<file path="src/scope_pkg.sv">
//------------------------------
// Scope capture shared types
// Buffer widths, sample word layout and trigger encodings
//------------------------------

package scope_pkg;

  //------------------------------
  // Buffer geometry
  //------------------------------
  localparam int ADDR_BITS   = 13;               // 8K sample words
  localparam int BUFFER_SIZE = 1 << ADDR_BITS;

  typedef logic [ADDR_BITS-1:0] addr_t;          // Circular buffer address
  typedef logic [7:0]           adc_byte_t;      // One raw ADC conversion

  // Lane positions used by the trigger channel select
  localparam int TRIG_LANE_CH1 = 0;              // ch1 A
  localparam int TRIG_LANE_CH2 = 2;              // ch2 A

  //------------------------------
  // Sample word
  //------------------------------
  // Flat view goes into memory, lane view is used for trigger and checks
  // Lane order from LSB is ch1 A, ch1 B, ch2 A, ch2 B
  typedef union packed {
    logic [31:0]          word;
    adc_byte_t [3:0]      lane;
  } sample_word_u;

  typedef logic [31:0] tb_count_t;               // Time base limit for auto mode

  //------------------------------
  // Trigger settings
  //------------------------------
  typedef enum logic {
    TRIG_RISING  = 1'b0,
    TRIG_FALLING = 1'b1
  } trig_edge_e;

  // Auto mode stops on time base timeout when no trigger shows up
  typedef enum logic {
    TRIG_AUTO   = 1'b0,
    TRIG_NORMAL = 1'b1
  } trig_mode_e;

endpackage

</file>
<file path="src/trigger_detector.sv">
//------------------------------
// Trigger detector
// Level crossing check on the selected channel
// Sticky flag until reset
//------------------------------

`timescale 1ns/1ps

module trigger_detector
(
  input  logic                    i_sample_write_clock,
  input  logic                    i_sample_system_reset,
  input  scope_pkg::sample_word_u i_adc_word,      // Live ADC word
  input  logic                    i_channel,       // 0 = ch1 A, 1 = ch2 A
  input  scope_pkg::trig_edge_e   i_edge,
  input  scope_pkg::adc_byte_t    i_level,
  input  logic                    i_check_enable,  // From acquisition control
  output logic                    o_triggered
);

  import scope_pkg::*;

  adc_byte_t lane_sel;         // Selected trigger lane of the live word
  adc_byte_t trig_current;     // Sample n
  adc_byte_t trig_previous;    // Sample n-1
  logic      prev_below;
  logic      cur_below;
  logic      rise_detect;
  logic      fall_detect;
  logic      crossing;

  assign lane_sel = i_channel ? i_adc_word.lane[TRIG_LANE_CH2]
                              : i_adc_word.lane[TRIG_LANE_CH1];

  //------------------------------
  // Sample pipeline
  //------------------------------
  always_ff @(posedge i_sample_write_clock)
  begin
    if (i_sample_system_reset)
    begin
      trig_previous <= '0;
      trig_current  <= '0;
    end
    else
    begin
      trig_previous <= trig_current;   // Shift the older sample down
      trig_current  <= lane_sel;
    end
  end

  //------------------------------
  // Level compare
  //------------------------------
  assign prev_below = trig_previous < i_level;
  assign cur_below  = trig_current  < i_level;

  // Rising means below then at or above the level
  assign rise_detect = prev_below & ~cur_below;
  // Falling is the mirror case
  assign fall_detect = ~prev_below & cur_below;

  assign crossing = (i_edge == TRIG_RISING) ? rise_detect : fall_detect;

  // Flag holds until the next capture reset
  always_ff @(posedge i_sample_write_clock)
  begin
    if (i_sample_system_reset)
    begin
      o_triggered <= 1'b0;
    end
    else if (i_check_enable && crossing)
    begin
      o_triggered <= 1'b1;
    end
  end

endmodule

</file>
<file path="config.mk">
export PLATFORM = sky130hd
export DESIGN_NAME = trigger_detector
export DESIGN_NICKNAME = d
export VERILOG_FILES = /design/src/scope_pkg.sv /design/src/trigger_detector.sv
export SDC_FILE = /design/constraint.sdc
export NUM_CORES = 1
export LEC_CHECK = 0
export BUFFER_PORTS_ARGS = -buffer_cell sky130_fd_sc_hd__buf_2
export CAP_MARGIN = 20
export CORE_MARGIN = 3
export CORE_UTILIZATION = 39
export DETAILED_ROUTE_END_ITERATION = 7
export PLACE_DENSITY_LB_ADDON = 0.2
export SYNTH_ARGS = -nofsm -noshare
export SYNTH_HDL_FRONTEND = slang
export SYNTH_SLANG_ARGS = --single-unit
</file>
<file path="constraint.sdc">
create_clock -name i_sample_write_clock -period 1.6 [get_ports i_sample_write_clock]
set_clock_uncertainty 0.05 [all_clocks]
set_input_delay 0.08 -clock i_sample_write_clock [delete_from_list [all_inputs] [get_ports i_sample_write_clock]]
set_output_delay 0.08 -clock i_sample_write_clock [all_outputs]
set_load 0.05 [all_outputs]
</file>
### Word-level counts from Yosys, hierarchy flattened

Index checks and enable logic that the tools add are counted.

| storage, ports and cells | value |
|---|---|
| register bits after elaboration | 17 |
| bits of input ports | 45 |
| output and inout port bits | 1 |
| logic and storage cells | 12 |

| cells by class | value |
|---|---|
| order comparisons | 2 |
| multiplexer cells | 2 |
| bitwise operators | 4 |
| reductions and logical operators | 1 |

Operators with widths:

| cell | number |
|---|---|
| < comparator 8 bit | 2 |
| 2-to-1 mux 8 bit | 1 |
| bitwise AND 1 bit | 2 |
| NOT 1 bit | 2 |
| logical AND 1 bit | 1 |
| 2-to-1 mux 1 bit | 1 |

### Depth between registers and ports, before layout

Gate-level depths: netlist (run 1).

| depth | value |
|---|---|
| word-level depth | 5 |
| gate-level depth with buffers | 7 |

### Worst setup path after synthesis (run 1)

No wires, ideal clock.

| timing | value |
|---|---|
| path type | reg-to-reg |
| start point | reg trig_current[6] |
| end point | reg o_triggered |
| data arrival time | 1450 ps |
| path slack | 40 ps |
| cell stages (with the launch flop) | 7 |
| cells stage by stage | dfxtp_1 ha_1 a21o_1 a221oi_2 o21ai_1 nor4_1 a311o_1 |

| on the way | value |
|---|---|
| cells in the longest elaborated chain, start to end | 5 |
| elaborated cells on any way between the ends | 6 |

Ends and longest elaborated chain:

| element | RTL line | text |
|---|---|---|
| start: declaration | trigger_detector.sv:24 | `adc_byte_t trig_current;` |
| start signal: assignment | trigger_detector.sv:48 | `trig_current <= lane_sel;` |
| < comparator 8 bit (*) | trigger_detector.sv:56 | `assign cur_below = trig_current < i_level;` |
| NOT 1 bit | trigger_detector.sv:59 | `assign rise_detect = prev_below & ~cur_below;` |
| bitwise AND 1 bit | trigger_detector.sv:59 |  |
| 2-to-1 mux 1 bit (*) | trigger_detector.sv:63 | `assign crossing = (i_edge == TRIG_RISING) ? rise_detect : fall_detect;` |
| logical AND 1 bit (*) | trigger_detector.sv:72 | `else if (i_check_enable && crossing)` |
| end signal: assignment | trigger_detector.sv:70 | `o_triggered <= 1'b0;` |
| end signal: assignment | trigger_detector.sv:74 | `o_triggered <= 1'b1;` |
| end: declaration | trigger_detector.sv:18 | `output logic o_triggered` |

Mark *: on every way between the ends. The rest lies on a longest branch, timed or not.
A chain may end at the register's enable or synchronous reset.

### Worst setup path in the final report (run 1)

| timing | value |
|---|---|
| start point | reg trig_previous[2] |
| end point | reg o_triggered |

| on the way | value |
|---|---|
| cells in the longest elaborated chain, start to end | 5 |
| elaborated cells on any way between the ends | 6 |

Ends and longest elaborated chain:

| element | RTL line | text |
|---|---|---|
| start: declaration | trigger_detector.sv:25 | `adc_byte_t trig_previous;` |
| start signal: assignment | trigger_detector.sv:47 | `trig_previous <= trig_current;` |
| < comparator 8 bit (*) | trigger_detector.sv:55 | `assign prev_below = trig_previous < i_level;` |
| NOT 1 bit | trigger_detector.sv:61 | `assign fall_detect = ~prev_below & cur_below;` |
| bitwise AND 1 bit | trigger_detector.sv:61 |  |
| 2-to-1 mux 1 bit (*) | trigger_detector.sv:63 |  |
| logical AND 1 bit (*) | trigger_detector.sv:72 |  |

Marks and branches as above.

==> results of run 1 <==
==> stage by stage <==
stage          setup slack, ns  instances  TNS [ns]
2_1_floorplan          0.03998         91         0
3_3_place_gp          -0.04694        145  -0.04694
3_5_place_dp          -0.09390        145  -0.09390
4_1_cts               0.004661        166         0
5_1_grt               -0.05415        166  -0.05415
6_report              0.008872        166         0
==> report_power, final <==
part	switching, W	internal [W]	total (W)
registers	0.0000126	0.000449	0.000461
clock network	0.000134	0.0000930	0.000227
logic	0.0000988	0.000133	0.000232
==> registers in the layout (all words and copies together) (netlist names) <==
signal and count:
trig_previous 8, o_triggered 1, trig_current 8
==> cell families (layout without fill, tap and decap cells) <==
family	after synthesis	after routing	synth area share (%)
flops	17	17	39.02
buf+inv	10	58	4.305
compound gates	13	13	10.47
mux	8	8	9.183
fa+ha+maj	14	14	20.09
simple gates	29	29	16.93
==> cell usage after synthesis <==
cell type | instances | area (µm²)
dfxtp_1 | 17 | 340.3
mux2i_1 | 8 | 80.08
and3_1 | 1 | 6.260
a21o_1 | 3 | 22.52
a221oi_2 | 1 | 15.01
o21ai_0 | 1 | 5.000
a211oi_1 | 1 | 7.510
nand2b_1 | 1 | 6.260
inv_1 | 7 | 26.28
nand2_1 | 4 | 15.01
nor2_1 | 9 | 33.78
nor3_1 | 1 | 5.000
nand3_1 | 1 | 5.000
clkbuf_1 | 3 | 11.26
nor4_1 | 1 | 6.260
a311o_1 | 1 | 10.01
a31oi_1 | 1 | 6.260
nor2b_1 | 10 | 62.56
a21oi_1 | 3 | 15.01
nor3b_1 | 1 | 7.510
o21ai_1 | 2 | 10.01
ha_1 | 14 | 175.2
==> worst reg2reg max path, stage by stage (launching register included) <==
cell and delay, ns:
dfxtp_1 0.36, ha_4 0.21, a211oi_2 0.19, o21ai_1 0.09
a21oi_1 0.25, nor4_2 0.08, a311o_1 0.27
==> metal layers <==
layer,global-route usage [%],share of wire (%),up-vias
met1,14.72,41,341
met3,2.535,6.5,4
met4,7.660,2.1,0
met5,0,0,-
li1,-,-,407
met2,25.31,50,27
==> timing repair <==
action	4_1_cts	5_1_grt
hold buffers	16	0
buffers inserted	1	0
gates resized for setup	6	7
endpoints found under the hold margin	8	0
setup endpoints to repair	1	1
pin swaps	6	3
==> final cells by class <==
type                       instances  area (µm²)
fill                             173       709.4
multi-input combinational         64       580.6
sequential                        17       344.1
timing repair buffer              47       320.3
tap                               27       33.78
inverter                           7       26.28
clock buffer                       3       22.52
clock inverter                     1       5.005
==> worst min path at each step <==
stage | cells after the start | start | end | slack [ns]
after detailed placement | 3 | i_adc_word[7] | trig_current[7] | 0.27
after CTS | 2 | i_sample_system_reset | trig_current[7] | 0.11
after global routing | 2 | i_sample_system_reset | trig_previous[6] | 0.13
final | 2 | i_sample_system_reset | trig_current[5] | 0.11
after global placement | 3 | i_adc_word[7] | trig_current[7] | 0.26
after floorplan | 2 | i_adc_word[0] | trig_current[0] | 0.17
==> run metrics, run 1 <==
design area=1333 µm²; Final ANT Viol Nets=0; Final Max Slew Viols=0; # DRC=0; CP Buf/Inv Count=0; WS Path Type=register to register; Pre-antenna DRT Iters=1; post-synth cell types=22; first-pass GRT wire length=2829 µm; initial antenna violation count=0; Die ar.=2839 µm²; Post-Synthesis Cells=91; Final Setup Violations=0; grt total ovfl=0; Synth Cell Area=872.1 µm²; average cell area after synthesis=9.583 µm²; Seq/Total Area, Yosys=39.02%; PortBufs=29; Post-DP Area=1047 µm²; leakage dissipation=0.6595 nW; Clock transition at path regs=0.10 ns; vias per inst=4.693; Area growth, synth to finish=52.80%; final core utilization=65.26%; R2R depth=6; most frequent cells in the layout=29 x buf_2, 16 x dlygate4sd3_1, 14 x dfxtp_1; hold_ws=0.1147 ns; total clock sinks=17; die width=53.29 µm; RSZ-0062 raised after global routing=yes; layout cells sized above 1=34.53%; Total GRT Usage=13.89%; CP max FO=2; DRT iter0 DRCs=0; R2R Setup Slk=0.009 ns; Max-Cap Viols=0; post-route minimum period=1.591 ns; Clock Tree Buf Depth=2; Critical Path Sink=o_triggered; GPL Wtd Cong=0.6852; required time worst endpoint=1.74 ns; reg-to-reg endpoint=o_triggered; cell family with most CP delay=compound AO/OA/AOI/OAI gates; DRT Wirelength=1894 µm; total chip power=0.0009203 W; num rows=16; CP Capture Type=register; power density over the cells=690.7 nW/µm²; status=finished clean; Detailed Place HPWL=1220 µm; Cell Chain, Critical Path=ha_4 -> a211oi_2 -> o21ai_1 -> a21oi_1 -> nor4_2 -> a311o_1; most common library cell in the layout ignoring fill and taps=buf_2; CP max-delay cell=dfxtp_1; crit path launch=trig_previous[2]; Ys Warns=0; die height=53.29 µm; CTS buffer count=3; critical path depth=6; worst rel slew slack=76.47%; Slew @ Worst Pin=0.3529 ns; core area=2042 µm²; VDD IR max=0.0004853 V; reg2reg start=trig_previous[2]; Ports=46; vias in the first global route=744; Tcrit/Tclk final=99.45%; # H-tree levels=1; later-pin clock latency in the skew report=0.29 ns; startpoint type of the worst setup path=register; Vias=779; #FFs+latches synth=17; Final nets=199; wire per inst=11.41 µm; CTS tree=done; pin count of the biggest net entering global routing=20; Synth Net Count=150; starting density of the core=42.71%; clk root buf=clkbuf_4; Critical Path AT=1.73 ns; final hold viol count=0; Highest Clock Rate=0.6285 GHz; Crit path largest cell delay=0.36 ns; min-delay worst type=primary input to register; n_diodes=0
No activity file was read; power rests on OpenSTA's default activity.
==> inputs of run 2 (changes only) <==
--- a/config.mk
+++ b/config.mk
@@ -5,11 +5,11 @@
 export SDC_FILE = /design/constraint.sdc
 export NUM_CORES = 1
 export LEC_CHECK = 0
-export BUFFER_PORTS_ARGS = -buffer_cell sky130_fd_sc_hd__buf_2
 export CAP_MARGIN = 20
 export CORE_MARGIN = 3
-export CORE_UTILIZATION = 39
+export CORE_UTILIZATION = 53
 export DETAILED_ROUTE_END_ITERATION = 7
+export DONT_BUFFER_PORTS = 1
 export PLACE_DENSITY_LB_ADDON = 0.2
 export SYNTH_ARGS = -nofsm -noshare
 export SYNTH_HDL_FRONTEND = slang
==> run 2 against run 1 <==
Die area fell by 24%; sequential power barely moved; final cell count fell by 23%; core utilization rose by 13 points; sequential share of layout area rose by 3.2 points; routed wire length rose by 0.79%; via count fell by 9.4%; final area fell by 11%; fmax fell by 0.13%; non-clock buffer count fell by 28; critical path depth did not move; first-iteration DRC count rose by 5; critical path type unchanged.
==> run metrics, run 2 (synthesis gave the netlist of run 1 again) <==
Area growth, synth to finish=36.59%; # DRC=0; critical path depth=6; WS Path Type=register to register; Cell Chain, Critical Path=ha_1 -> nand2_1 -> nor3_1 -> a21oi_1 -> buf_4 -> a311o_1; min-delay src=i_sample_system_reset; most common library cell in the layout ignoring fill and taps=dlygate4sd3_1; Tcrit/Tclk final=99.57%; Pre-antenna DRT Iters=4; DRT Wirelength=1909 µm; final cell count without fillers=127; total clock sinks=17; most frequent cells in the layout=15 x dlygate4sd3_1, 13 x dfxtp_1, 10 x nor2b_1; Clock transition at path regs=0.10 ns; later-pin clock latency in the skew report=0.29 ns; Final Max Slew Viols=0; pin count of the biggest net entering global routing=18; CTS tree=done; status=finished clean; Clock Tree Buf Depth=2; Max-Cap Viols=0; Post-DP Area=895.9 µm²; die width=46.57 µm; grt total ovfl=0; Highest Clock Rate=0.6277 GHz; vias per inst=5.559; Die ar.=2168 µm²; vias in the first global route=735; Ports=46; final hold viol count=0; post-route minimum period=1.593 ns; num rows=14; CTS buffer count=3; Final WS setup=0.006822 ns; Critical Path AT=1.73 ns; crit path launch=trig_previous[7]; CP max-delay cell=dfxtp_1; Crit path largest cell delay=0.31 ns; VDD IR max=0.0007038 V; starting density of the core=57.22%; n_diodes=0; PortBufs=0; WL met2=991 µm; RSZ-0062 raised after global routing=yes; first-pass GRT wire length=3201 µm; DRT iter0 DRCs=5; clk root buf=clkbuf_4; CP max FO=2; design area=1191 µm²; Slew @ Worst Pin=0.6011 ns; R2R depth=6; startpoint type of the worst setup path=register; Placed Cells=106; Total GRT Usage=21.56%; Setup WS pre-CTS=-0.07033 ns; Final Setup Violations=0; largest registers=trig_current x8, trig_previous x8, o_triggered x1; met3 wire len=123 µm; GPL Wtd Cong=0.6420; Vias=706; top routing layer used=met4; FILL cells=102; worst rel slew slack=59.93%; layout cells sized above 1=18.02%; Met1 Wirelength=764 µm; initial antenna violation count=0; wire per inst=15.03 µm; die height=46.57 µm; required time worst endpoint=1.74 ns; Detailed Place HPWL=1087 µm; min-delay worst type=primary input to register; # H-tree levels=1; leakage dissipation=0.5563 nW; Final ANT Viol Nets=0; hold depth=2; core area=1524 µm²; CP Capture Type=register; CP Buf/Inv Count=1; power density over the cells=745.8 nW/µm²; Final nets=171; cell family with most CP delay=compound AO/OA/AOI/OAI gates; reg2reg start=trig_previous[7]
[run 2: cell count changes in the layout (fill, tap and decap cells not counted), sizes merged]
cell / delta
dlygate4sd3: -1
buf: -28
clkinv: -1
clkbuf: +1
dlymetal6s4s: +1
[run 2: worst paths after layout]
path / to / slack (ns)
hold reg to reg: trig_previous[0] / 0.42
setup reg to reg: o_triggered / 0.007
hold / removal: o_triggered / 0.06
setup / recovery: o_triggered / 0.007
[run 2: area by class of cell]
cell class / instances / area, µm² / area share, %
clock buffers: 4 / 26.28 / 2.206
inverters: 7 / 26.28 / 2.206
repair buffers: 19 / 185.2 / 15.55
multi-input cells: 64 / 588.1 / 49.37
well taps: 16 / 20.02 / 1.681
flip-flops and latches: 17 / 345.3 / 28.99
[run 2: per-layer routing]
layer | global-route usage (%) | vias up
met5 | 0 | -
li1 | - | 354
met4 | 8.523 | 0
met2 | 38.19 | 30
met1 | 24.65 | 318
met3 | 4.688 | 4
[run 2: report_power, final]
| part | leakage, nW | switching, W | internal (W) |
|---|---|---|---|
| clock network | 0.0150 | 0.000128 | 0.0000969 |
| registers | 0.142 | 0.0000134 | 0.000449 |
| logic | 0.400 | 0.0000870 | 0.000114 |
| total | 0.556 | 0.000229 | 0.000660 |
[run 2: what timing repair did]
| action | CTS | global route |
|---|---|---|
| setup buffers | 1 | 0 |
| hold buffers | 16 | 0 |
| endpoints found under the hold margin | 17 | 0 |
| setup endpoints to repair | 1 | 2 |
| gates resized for setup | 12 | 3 |
| pin swaps | 6 | 3 |
[run 2: per-stage QoR]
step	hold WS, ns	setup TNS, ns	util, %	total power [W]
floorplan	0.1739	0	-	0.0005689
finish	0.05862	0	78.16	0.0008883
global placement	0.1045	-0.04708	58.78	0.0005809
detailed placement	0.1051	-0.07033	58.78	0.0005862
global route	0.07609	-0.1204	78.16	0.0009329
CTS	0.1088	-0.001094	76.85	0.0008750
[run 2: worst register-to-register path, stage by stage (launching register included)]
cell	delay, ns
dfxtp_1	0.31
ha_1	0.29
nand2_1	0.07
nor3_1	0.21
a21oi_1	0.12
buf_4	0.14
a311o_1	0.29
