## config.mk

```make
export PLATFORM = sky130hd
export DESIGN_NAME = acquisition_control
export DESIGN_NICKNAME = d
export VERILOG_FILES = /design/src/scope_pkg.sv /design/src/acquisition_control.sv
export SDC_FILE = /design/constraint.sdc
export NUM_CORES = 1
export LEC_CHECK = 0
export ABC_CLOCK_PERIOD_IN_PS = 4800
export BUFFER_PORTS_ARGS = -buffer_cell sky130_fd_sc_hd__buf_4
export CAP_MARGIN = 40
export CORE_MARGIN = 1.5
export CORE_UTILIZATION = 45
export DETAILED_ROUTE_END_ITERATION = 16
export GPL_TIMING_DRIVEN = 0
export HOLD_SLACK_MARGIN = 0.02
export PLACE_DENSITY_LB_ADDON = 0.25
export SYNTH_ARGS = -nofsm -noshare
export SYNTH_HDL_FRONTEND = slang
export SYNTH_SLANG_ARGS = --single-unit
```

## constraint.sdc

```tcl
create_clock -name i_sample_write_clock -period 4.8 [get_ports i_sample_write_clock]
set_input_delay 0.24 -clock i_sample_write_clock [delete_from_list [all_inputs] [get_ports i_sample_write_clock]]
set_output_delay 0.24 -clock i_sample_write_clock [all_outputs]
set_load 0.02 [all_outputs]
```

## src/scope_pkg.sv

```systemverilog
//------------------------------
// Scope capture shared types
// Buffer widths, sample word layout and trigger encodings
//------------------------------

package scope_pkg;

  //------------------------------
  // Buffer geometry
  //------------------------------
  localparam int ADDR_BITS   = 13;               // 8K sample words
  localparam int BUFFER_SIZE = 1 << ADDR_BITS;

  typedef logic [ADDR_BITS-1:0] addr_t;          // Circular buffer address
  typedef logic [7:0]           adc_byte_t;      // One raw ADC conversion

  // Lane positions used by the trigger channel select
  localparam int TRIG_LANE_CH1 = 0;              // ch1 A
  localparam int TRIG_LANE_CH2 = 2;              // ch2 A

  //------------------------------
  // Sample word
  //------------------------------
  // Flat view goes into memory, lane view is used for trigger and checks
  // Lane order from LSB is ch1 A, ch1 B, ch2 A, ch2 B
  typedef union packed {
    logic [31:0]          word;
    adc_byte_t [3:0]      lane;
  } sample_word_u;

  typedef logic [31:0] tb_count_t;               // Time base limit for auto mode

  //------------------------------
  // Trigger settings
  //------------------------------
  typedef enum logic {
    TRIG_RISING  = 1'b0,
    TRIG_FALLING = 1'b1
  } trig_edge_e;

  // Auto mode stops on time base timeout when no trigger shows up
  typedef enum logic {
    TRIG_AUTO   = 1'b0,
    TRIG_NORMAL = 1'b1
  } trig_mode_e;

endpackage

```

## src/acquisition_control.sv

```systemverilog
//------------------------------
// Acquisition control
// Write address, pretrigger fill, time base and stop logic
// Also captures the trigger position in the buffer
//------------------------------

`timescale 1ns/1ps

module acquisition_control
#(
  parameter int ADDR_BITS = scope_pkg::ADDR_BITS
)
(
  input  logic                  i_sample_write_clock,
  input  logic                  i_sample_system_reset,
  input  scope_pkg::trig_mode_e i_mode,
  input  logic [ADDR_BITS-1:0]  i_pretrigger,        // Samples kept before the trigger
  input  logic [ADDR_BITS-1:0]  i_total,             // Pretrigger plus post-trigger
  input  scope_pkg::tb_count_t  i_time_base_set,     // Auto mode timeout
  input  logic                  i_triggered,         // Sticky flag from the detector
  output logic [ADDR_BITS-1:0]  o_write_address,
  output logic                  o_write_enable,
  output logic                  o_check_enable,
  output logic                  o_sampling_done,
  output logic [ADDR_BITS-1:0]  o_trigger_address
);

  import scope_pkg::*;

  logic [ADDR_BITS-1:0] trigger_read_address;  // Lags the write address by one
  logic [ADDR_BITS-1:0] post_trigger_len;
  logic [ADDR_BITS-1:0] post_trigger_dist;
  logic                 half_way;              // Pretrigger region filled
  tb_count_t            time_base_cnt;
  logic                 time_base_timeout;
  logic                 auto_timeout;
  logic                 post_trigger_done;

  //------------------------------
  // Write address counter
  //------------------------------
  always_ff @(posedge i_sample_write_clock)
  begin
    if (i_sample_system_reset)
      o_write_address <= '0;
    else if (o_write_enable)
      o_write_address <= o_write_address + 1'b1;   // Wraps around the buffer
  end

  // Set once sample P has been written, so the oldest compared
  // sample lies past the pretrigger fill
  always_ff @(posedge i_sample_write_clock)
  begin
    if (i_sample_system_reset)
      half_way <= 1'b0;
    else if (o_write_address > i_pretrigger)
      half_way <= 1'b1;
  end

  assign o_check_enable = half_way & ~i_triggered;

  //------------------------------
  // Trigger read counter
  //------------------------------
  // Preload of P+1 lines it up with the detector pipeline delay
  always_ff @(posedge i_sample_write_clock)
  begin
    if (i_sample_system_reset)
      trigger_read_address <= i_pretrigger + 1'b1;
    else if (half_way && o_write_enable)
      trigger_read_address <= trigger_read_address + 1'b1;
  end

  //------------------------------
  // Time base
  //------------------------------
  always_ff @(posedge i_sample_write_clock)
  begin
    if (i_sample_system_reset)
      time_base_cnt <= '0;
    else
      time_base_cnt <= time_base_cnt + 1'b1;       // Cycles since reset
  end

  assign time_base_timeout = time_base_cnt > i_time_base_set;
  assign auto_timeout      = (i_mode == TRIG_AUTO) & ~i_triggered & time_base_timeout;

  //------------------------------
  // Stop condition
  //------------------------------
  // Distance is taken modulo the buffer depth
  assign post_trigger_len  = i_total - i_pretrigger;
  assign post_trigger_dist = o_write_address - o_trigger_address;
  assign post_trigger_done = i_triggered & (post_trigger_dist >= post_trigger_len);

  always_ff @(posedge i_sample_write_clock)
  begin
    if (i_sample_system_reset)
      o_write_enable <= 1'b1;                      // Capture starts right away
    else if (post_trigger_done || auto_timeout)
      o_write_enable <= 1'b0;                      // Held off until next reset
  end

  assign o_sampling_done = ~o_write_enable;

  //------------------------------
  // Trigger address capture
  //------------------------------
  // Follows the read counter until the flag freezes it
  always_ff @(posedge i_sample_write_clock)
  begin
    if (i_sample_system_reset)
    begin
      o_trigger_address <= '0;
    end
    else if (!i_triggered)
    begin
      if (auto_timeout)
        o_trigger_address <= i_pretrigger;         // Free run, centre on P
      else
        o_trigger_address <= trigger_read_address;
    end
  end

endmodule

```

; ---- After elaboration in Yosys (flattened, before gate mapping)
; Index checks and enable logic that the tools add are counted.
[classes]
muxes = 3
add_sub_neg = 6
n_reduce_logical = 3
bitwise = 7
n_lt_le_gt_ge = 3
[op_table]
columns = cell, count
row1 = $add A13 B1 Y13 const B, 3
row2 = $mux W13, 3
row3 = $add A32 B1 Y32 const B, 1
row4 = $gt A32 B32 Y1, 1
row5 = $sub A13 B13 Y13, 2
row6 = $ge A13 B13 Y1, 1
row7 = $gt A13 B13 Y1, 1
row8 = $and A1 B1 Y1, 4
row9 = $not A1 Y1, 3
row10 = $reduce_bool A2 Y1, 1
row11 = $logic_and A1 B1 Y1, 1
row12 = $logic_or A1 B1 Y1, 1
[word_totals]
regBits = 73
wordCells = 28
output_inout_bits = 29

; ---- Depth between registers and ports, before layout
; Gate-level depths: netlist (run 1).
[logic_depth]
ltp_word = 4
depth_mapped = 17
mapped_depth_nobuf = 17

; ---- Worst setup path after synthesis (run 1)
; Ideal clock, no wire load.
[synth_timing]
path_kind = flip-flop to flip-flop
start = register o_write_address[0]
end = register o_write_enable
setup_time_ns = 0.116
setup_slack_ns = 1.562
path_stages_with_launch = 16
period_less_slack_ns = 3.238
arrival_time_ns = 3.121
path_cell_list = dfxtp_1 inv_1 ha_1 fa_1 nor2b_1 o21ai_0 a21boi_1 o31a_1 o211ai_1 a21oi_1 xnor2_1 ha_1 and4_1 nand3_1 a211o_1 a41o_1
[synth_between]
elab_chain_cells = 4
[synth_lines]
columns = item, line_no
row1 = start: declaration, acquisition_control.sv:21  ; output logic [ADDR_BITS-1:0] o_write_address,
row2 = start signal: assignment, acquisition_control.sv:47  ; o_write_address <= o_write_address + 1'b1;
row3 = $sub A13 B13 Y13, acquisition_control.sv:93  ; assign post_trigger_dist = o_write_address - o_trigger_address;
row4 = $ge A13 B13 Y1, acquisition_control.sv:94  ; assign post_trigger_done = i_triggered & (post_trigger_dist >= post_trigger_len);
row5 = $and A1 B1 Y1, acquisition_control.sv:94
row6 = $logic_or A1 B1 Y1, acquisition_control.sv:100  ; else if (post_trigger_done || auto_timeout)
row7 = end signal: assignment, acquisition_control.sv:99  ; o_write_enable <= 1'b1;
row8 = end signal: assignment, acquisition_control.sv:101  ; o_write_enable <= 1'b0;
row9 = end: declaration, acquisition_control.sv:22  ; output logic o_write_enable,
; Every way passes these cells.
; A chain may end at the register's enable or synchronous reset.

; ---- Worst setup path after layout (run 1)
; Same ends and word-level chain as after synthesis.

==> flow_metrics.tcl, run 1 <==
set metrics [dict create \
    outcome "finished clean" \
    ff_latch_area_sq_um 1590 \
    fin_util 0.558 \
    fmax_mhz 276 \
    vias 5301 \
    cts_buffer_depth 2 \
    vias_per_cell 5.40 \
    yosysWarnings 0 \
    area_delta_synth_final_pct 20.5 \
    min_period_ns 3.63 \
    syn_avg_cell_area_sq_um 8.33 \
    grt_pass1_wl_mm 24.7 \
    hold_class "in2reg" \
    dr.pass1.iters 5 \
    drtIter0Drc 325 \
    crit_fanout 6 \
    finalNetCount 954 \
    cp.arrival_ns 3.85 \
    endpoint_kind "register" \
    synth_top_cell_by_area "dfxtp_1" \
    antenna_found_initial 0 \
    stdcell_count 981 \
    setup_tns_ns 0 \
    syn_nets 853 \
    clkTransAtPathRegs_ns 0.06 \
    ys_seq_area_frac 0.271 \
    drv_cap 0 \
    power.leakage_nw 3.22 \
    yosysUniqueCellTypes 55 \
    synth-seq-cells 73 \
    pre_cts_ws_ns 1.24 \
    cts-htree-levels 3 \
    overflow 0 \
    diodes 0 \
    rsz0062_at_grt "false" \
    die_x_um 117 \
    synth_top_cell_area_share 0.205 \
    power_density_nw_per_um2 277 \
    start_util 0.463 \
    die_h_um 117 \
    postCtsSetupBuffers 0 \
    postRouteAntennaNets 0 \
    dieArea_sq_um 13700 \
    yosysMostFrequentCell "ha_1" \
    drcViolationCount 0 \
    fp.coreArea_sq_um 12700 \
    worst_pin_slew_ns 0.734 \
    crit_type "reg2reg" \
    synth-main-ff-cell "dfxtp_1" \
    ir_worst_vdd_uv 123 \
    portBuffers 90 \
    hpwl_mm 12.3 \
    gp_congestion 0.864 \
    grt_usage 0.231 \
    cts_resized 0 \
    synthCells 704 \
    multi_input_area_sq_um 3890 \
    slew_violations 0 \
    setup_viol 0 \
    synth.top_cells.by_count "85 x ha_1, 75 x inv_1, 67 x nor2_1" \
    drive_gt1_frac 0.162 \
    hold_buffers 0 \
    pin_count 91 \
    clk-insertion-delay-late_ns 0.34 \
    synth-edff-count 13 \
    finalPower_mw 1.96 \
    cts_root_buf "clkbuf_16" \
    fillers 1171 \
    dp.cells 966 \
    wl_mm 15.1 \
    grt_max_degree 14 \
    synth_area_sq_um 5870 \
    post_drt_wl_per_cell_um 15.4 \
    cts_buffers 9 \
    hold_viol_final 0 \
    grt_pass1_vias 5119 \
    synthArstFlopShare 0 \
    slew_headroom 0.507 \
    cp.required_ns 5.02 \
    synthTopCellsByArea "dfxtp_1 20%, ha_1 18%, edfxtp_1 6.7%" \
    timing.final.crit_share 0.755 \
    num_rows 41 \
    crit_path_start_kind "register" \
    fin_ws_ns 1.17 \
    clkSinkCount 73 \
    cts_tree "done" \
    finClkSkew_ns 0.00993 \
]
power breakdown:
group          switching [mW]  total, mW  internal [mW]  leakage, nW
combinational           0.293      0.545          0.252         2.44
clock                   0.263      0.718          0.455        0.157
sequential             0.0355      0.693          0.658        0.616
total                   0.592       1.96           1.36         3.22
worst max-delay path: stages (launching register included):
cell      delay (ns)
dfxtp_1         0.45
inv_1           0.13
ha_1            0.25
fa_1            0.41
nor2b_1         0.12
o21ai_0         0.11
a21boi_1        0.26
o31a_1          0.23
o211ai_1        0.15
a21oi_1         0.19
xnor2_1         0.10
ha_1            0.30
and4_1          0.22
nand3_1         0.08
a211o_1         0.28
a41o_1          0.23
per-layer routing:
| metal | GRT usage | vias up | routed length (um) | share of wire |
|---|---|---|---|---|
| li1 | - | 2669 | - | - |
| met1 | 0.309 | 2480 | 7030 | 0.47 |
| met2 | 0.393 | 138 | 7170 | 0.47 |
| met3 | 0.0386 | 14 | 773 | 0.051 |
| met4 | 0.0506 | 0 | 136 | 0.0090 |
| met5 | 0 | - | 0 | 0 |
logic make-up (layout without fill, tap and decap cells):
group / after synthesis / after routing / synth area share
flip-flops: 73 / 73 / 0.271
AO/OA/AOI/OAI: 137 / 137 / 0.156
multiplexers: 8 / 8 / 0.0139
XOR/XNOR: 63 / 63 / 0.0941
AND/OR/NAND/NOR: 243 / 243 / 0.211
adder cells (fa/ha/maj): 87 / 87 / 0.188
buffers and inverters: 93 / 198 / 0.0653
registers in the layout, summed over array words and instances (netlist names):
signal,cells
half_way,1
o_write_address,13
time_base_cnt,32
o_trigger_address,13
trigger_read_address,13
o_write_enable,1
metrics by stage:
step / hold slack [ns] / cell area, sq um
detailed placement: 0.473 / 6760
global route: 0.298 / 7070
CTS: 0.252 / 7070
global placement: 0.448 / 6760
finish: 0.278 / 7070
floorplan: 0.430 / 5870
worst paths after layout:
path	cells after the start	startpoint	end	slack, ns
hold / removal	3	i_pretrigger[12]	o_trigger_address[12]	0.28
hold reg to reg	1	time_base_cnt[0]	time_base_cnt[0]	0.48
setup reg to reg	15	o_write_address[0]	o_write_enable	1.17
setup / recovery	15	o_write_address[0]	o_write_enable	1.17
layout make-up:
type                            instances  area share
Multi-Input combinational cell        538       0.550
Sequential cell                        73       0.225
Timing Repair Buffer                   90      0.0955
Inverter                               75      0.0398
Clock buffer                            9      0.0318
Tap cell                              172      0.0304
Buffer                                 18      0.0143
Clock inverter                          6      0.0126
cells in the final DEF (no fill, tap or decap), types with 25 or more instances in the layout:
master   instances
a21oi_1         49
xnor2_1         25
nor2_1          67
xor2_1          38
o21ai_0         33
inv_1           75
ha_1            85
buf_4           90
dfxtp_1         60
nand2_1         49
Note: power is estimated with default switching activity, not from simulation.
==> inputs of run 2 (changes only) <==
ABC_CLOCK_PERIOD_IN_PS = 3150   (was 4800)
clock period = 3.15 ns   (was 4.8 ns; I/O delays follow)
==> run 2 against run 1 <==
Net effect:
- wire length up 3.2%
- setup slack worse by 1.1 ns
- count of clock-buffer cells in the layout up 2
- hold slack got worse by 0.086 ns
- fmax up 17%
- clock power rose by 41%
- die area is the same
- critical path type unchanged
- sequential power up 53%
- combinational power is 80% higher
- clock skew up 0.00094 ns
==> flow_metrics.tcl, run 2 (synthesis gave the netlist of run 1 again) <==
set metrics [dict create \
    drcViolationCount 0 \
    timing.final.crit_share 0.985 \
    drtIter0Drc 305 \
    crit_type "reg2reg" \
    hpwl_mm 12.4 \
    area_delta_synth_final_pct 23.8 \
    die_x_um 117 \
    pin_count 91 \
    ir_worst_vdd_uv 285 \
    start_util 0.463 \
    fmax_mhz 322 \
    largest_register_ffs 32 \
    vias 5409 \
    whs_ns 0.193 \
    portBuffers 90 \
    diodes 0 \
    setup_viol 0 \
    worst_pin_slew_ns 0.724 \
    final_cell_mix "103 x buf_4, 83 x ha_1, 73 x inv_1" \
    antenna_found_initial 0 \
    die_h_um 117 \
    crit_path_max_incr_delay_ns 0.37 \
    vias_per_cell 5.43 \
    crit_fanout 2 \
    grt_pass1_vias 5272 \
    min_period_ns 3.10 \
    final_common_cell "buf_4" \
    grt_max_degree 15 \
    wl_mm 15.6 \
    cp.required_ns 3.37 \
    hold_viol_final 0 \
    dieArea_sq_um 13700 \
    dr.pass1.iters 5 \
    power_density_nw_per_um2 420 \
    critPathBufInv 1 \
    slew_violations 0 \
    rsz0062_at_grt "true" \
    post_drt_wl_per_cell_um 15.7 \
    slew_headroom 0.513 \
    drv_cap 0 \
    cts_root_buf "clkbuf_16" \
    setup_tns_ns 0 \
    drive_gt1_frac 0.203 \
    grt_usage 0.231 \
    fp.coreArea_sq_um 12700 \
    clk-insertion-delay-late_ns 0.33 \
    finClkSkew_ns 0.0109 \
    overflow 0 \
    cts_buffers 9 \
    crit_path_start_kind "register" \
    cts-htree-levels 3 \
    cts_buffer_depth 2 \
    top_register "time_base_cnt" \
    postRouteAntennaNets 0 \
    clkSinkCount 73 \
    cp.arrival_ns 3.32 \
    hold_class "in2reg" \
    gp_congestion 0.889 \
    crit_family "compound AO/OA/AOI/OAI gates" \
    cpMaxStageDelayCell "fa_2" \
    num_rows 41 \
    endpoint_kind "register" \
    cts_tree "done" \
    finalNetCount 968 \
    clkTransAtPathRegs_ns 0.06 \
    power.leakage_nw 3.29 \
    cp_cell_sequence "inv_4 > ha_4 > fa_2 > nor2b_2 > o21ai_2 > a21boi_2 > o31a_1 > o211ai_1 > a21oi_2 > xnor2_1 > ha_1 > and4_1 > nand3_1 > a211o_1 > a41o_1" \
    grt_pass1_wl_mm 24.8 \
    outcome "finished clean" \
]
run 2: changes by cell type in the layout (fill, tap and decap cells not counted), sizes merged:
| cell | previous run | this run |
|---|---|---|
| buf | 100 | 114 |
| bufinv | 2 | 0 |
| clkbuf | 17 | 19 |
| clkinvlp | 0 | 1 |
run 2: path summary, 6_finish.rpt:
path                 startpoint              endpoint  slack, ns  cells after the start
max reg2reg  o_write_address[0]        o_write_enable       0.05                     15
max          o_write_address[0]        o_write_enable       0.05                     15
min reg2reg    time_base_cnt[0]      time_base_cnt[0]       0.46                      1
min             i_pretrigger[0]  o_trigger_address[0]       0.19                      3
run 2: stage by stage:
step / util / std cells / setup slack, ns / instance area [sq um] / total power, mW
global placement: 0.534 / 966 / -0.257 / 6760 / 1.87
detailed placement: 0.534 / 966 / -0.324 / 6760 / 1.90
finish: 0.573 / 996 / 0.0462 / 7260 / 3.05
CTS: 0.567 / 995 / -0.0750 / 7180 / 3.00
global route: 0.573 / 996 / -0.111 / 7260 / 3.22
floorplan: - / 704 / 0.0344 / 5870 / 1.63
run 2: power by group:
part           switching, mW  internal (mW)
logic                  0.505          0.476
clock network          0.419          0.594
registers             0.0470           1.01
run 2: layer usage:
| layer | vias up | part of all wire | GRT usage |
|---|---|---|---|
| met1 | 2566 | 0.46 | 0.309 |
| met5 | - | 0 | 0 |
| met2 | 120 | 0.48 | 0.395 |
| met4 | 0 | 0.016 | 0.0490 |
| met3 | 19 | 0.045 | 0.0391 |
| li1 | 2704 | - | - |
run 2: layout make-up:
class / instances / area [sq um]
buffer: 18 / 101
clock buffer: 11 / 254
timing repair buffer: 104 / 785
sequential: 73 / 1610
fill: 1148 / 5410
multi-input combinational: 538 / 3970
inverter: 75 / 284
tap: 172 / 215
clock inverter: 5 / 45.0
run 2: worst register-to-register path: cells and delay by family (launching register included):
family	cells	cell delay, ns
DFF	1	0.35
and+or+nand+nor	3	0.42
xor gates and xnor gates	1	0.08
adders and majority gates	3	0.82
AOI/OAI and AO/OA	7	1.30
buffers and inverters	1	0.04
run 2: timing repair:
action	CTS	global route
gates resized for setup	13	19
pin swaps	11	11
buffers inserted	13	1
endpoints found under the setup margin	1	1
hold buffers	0	0
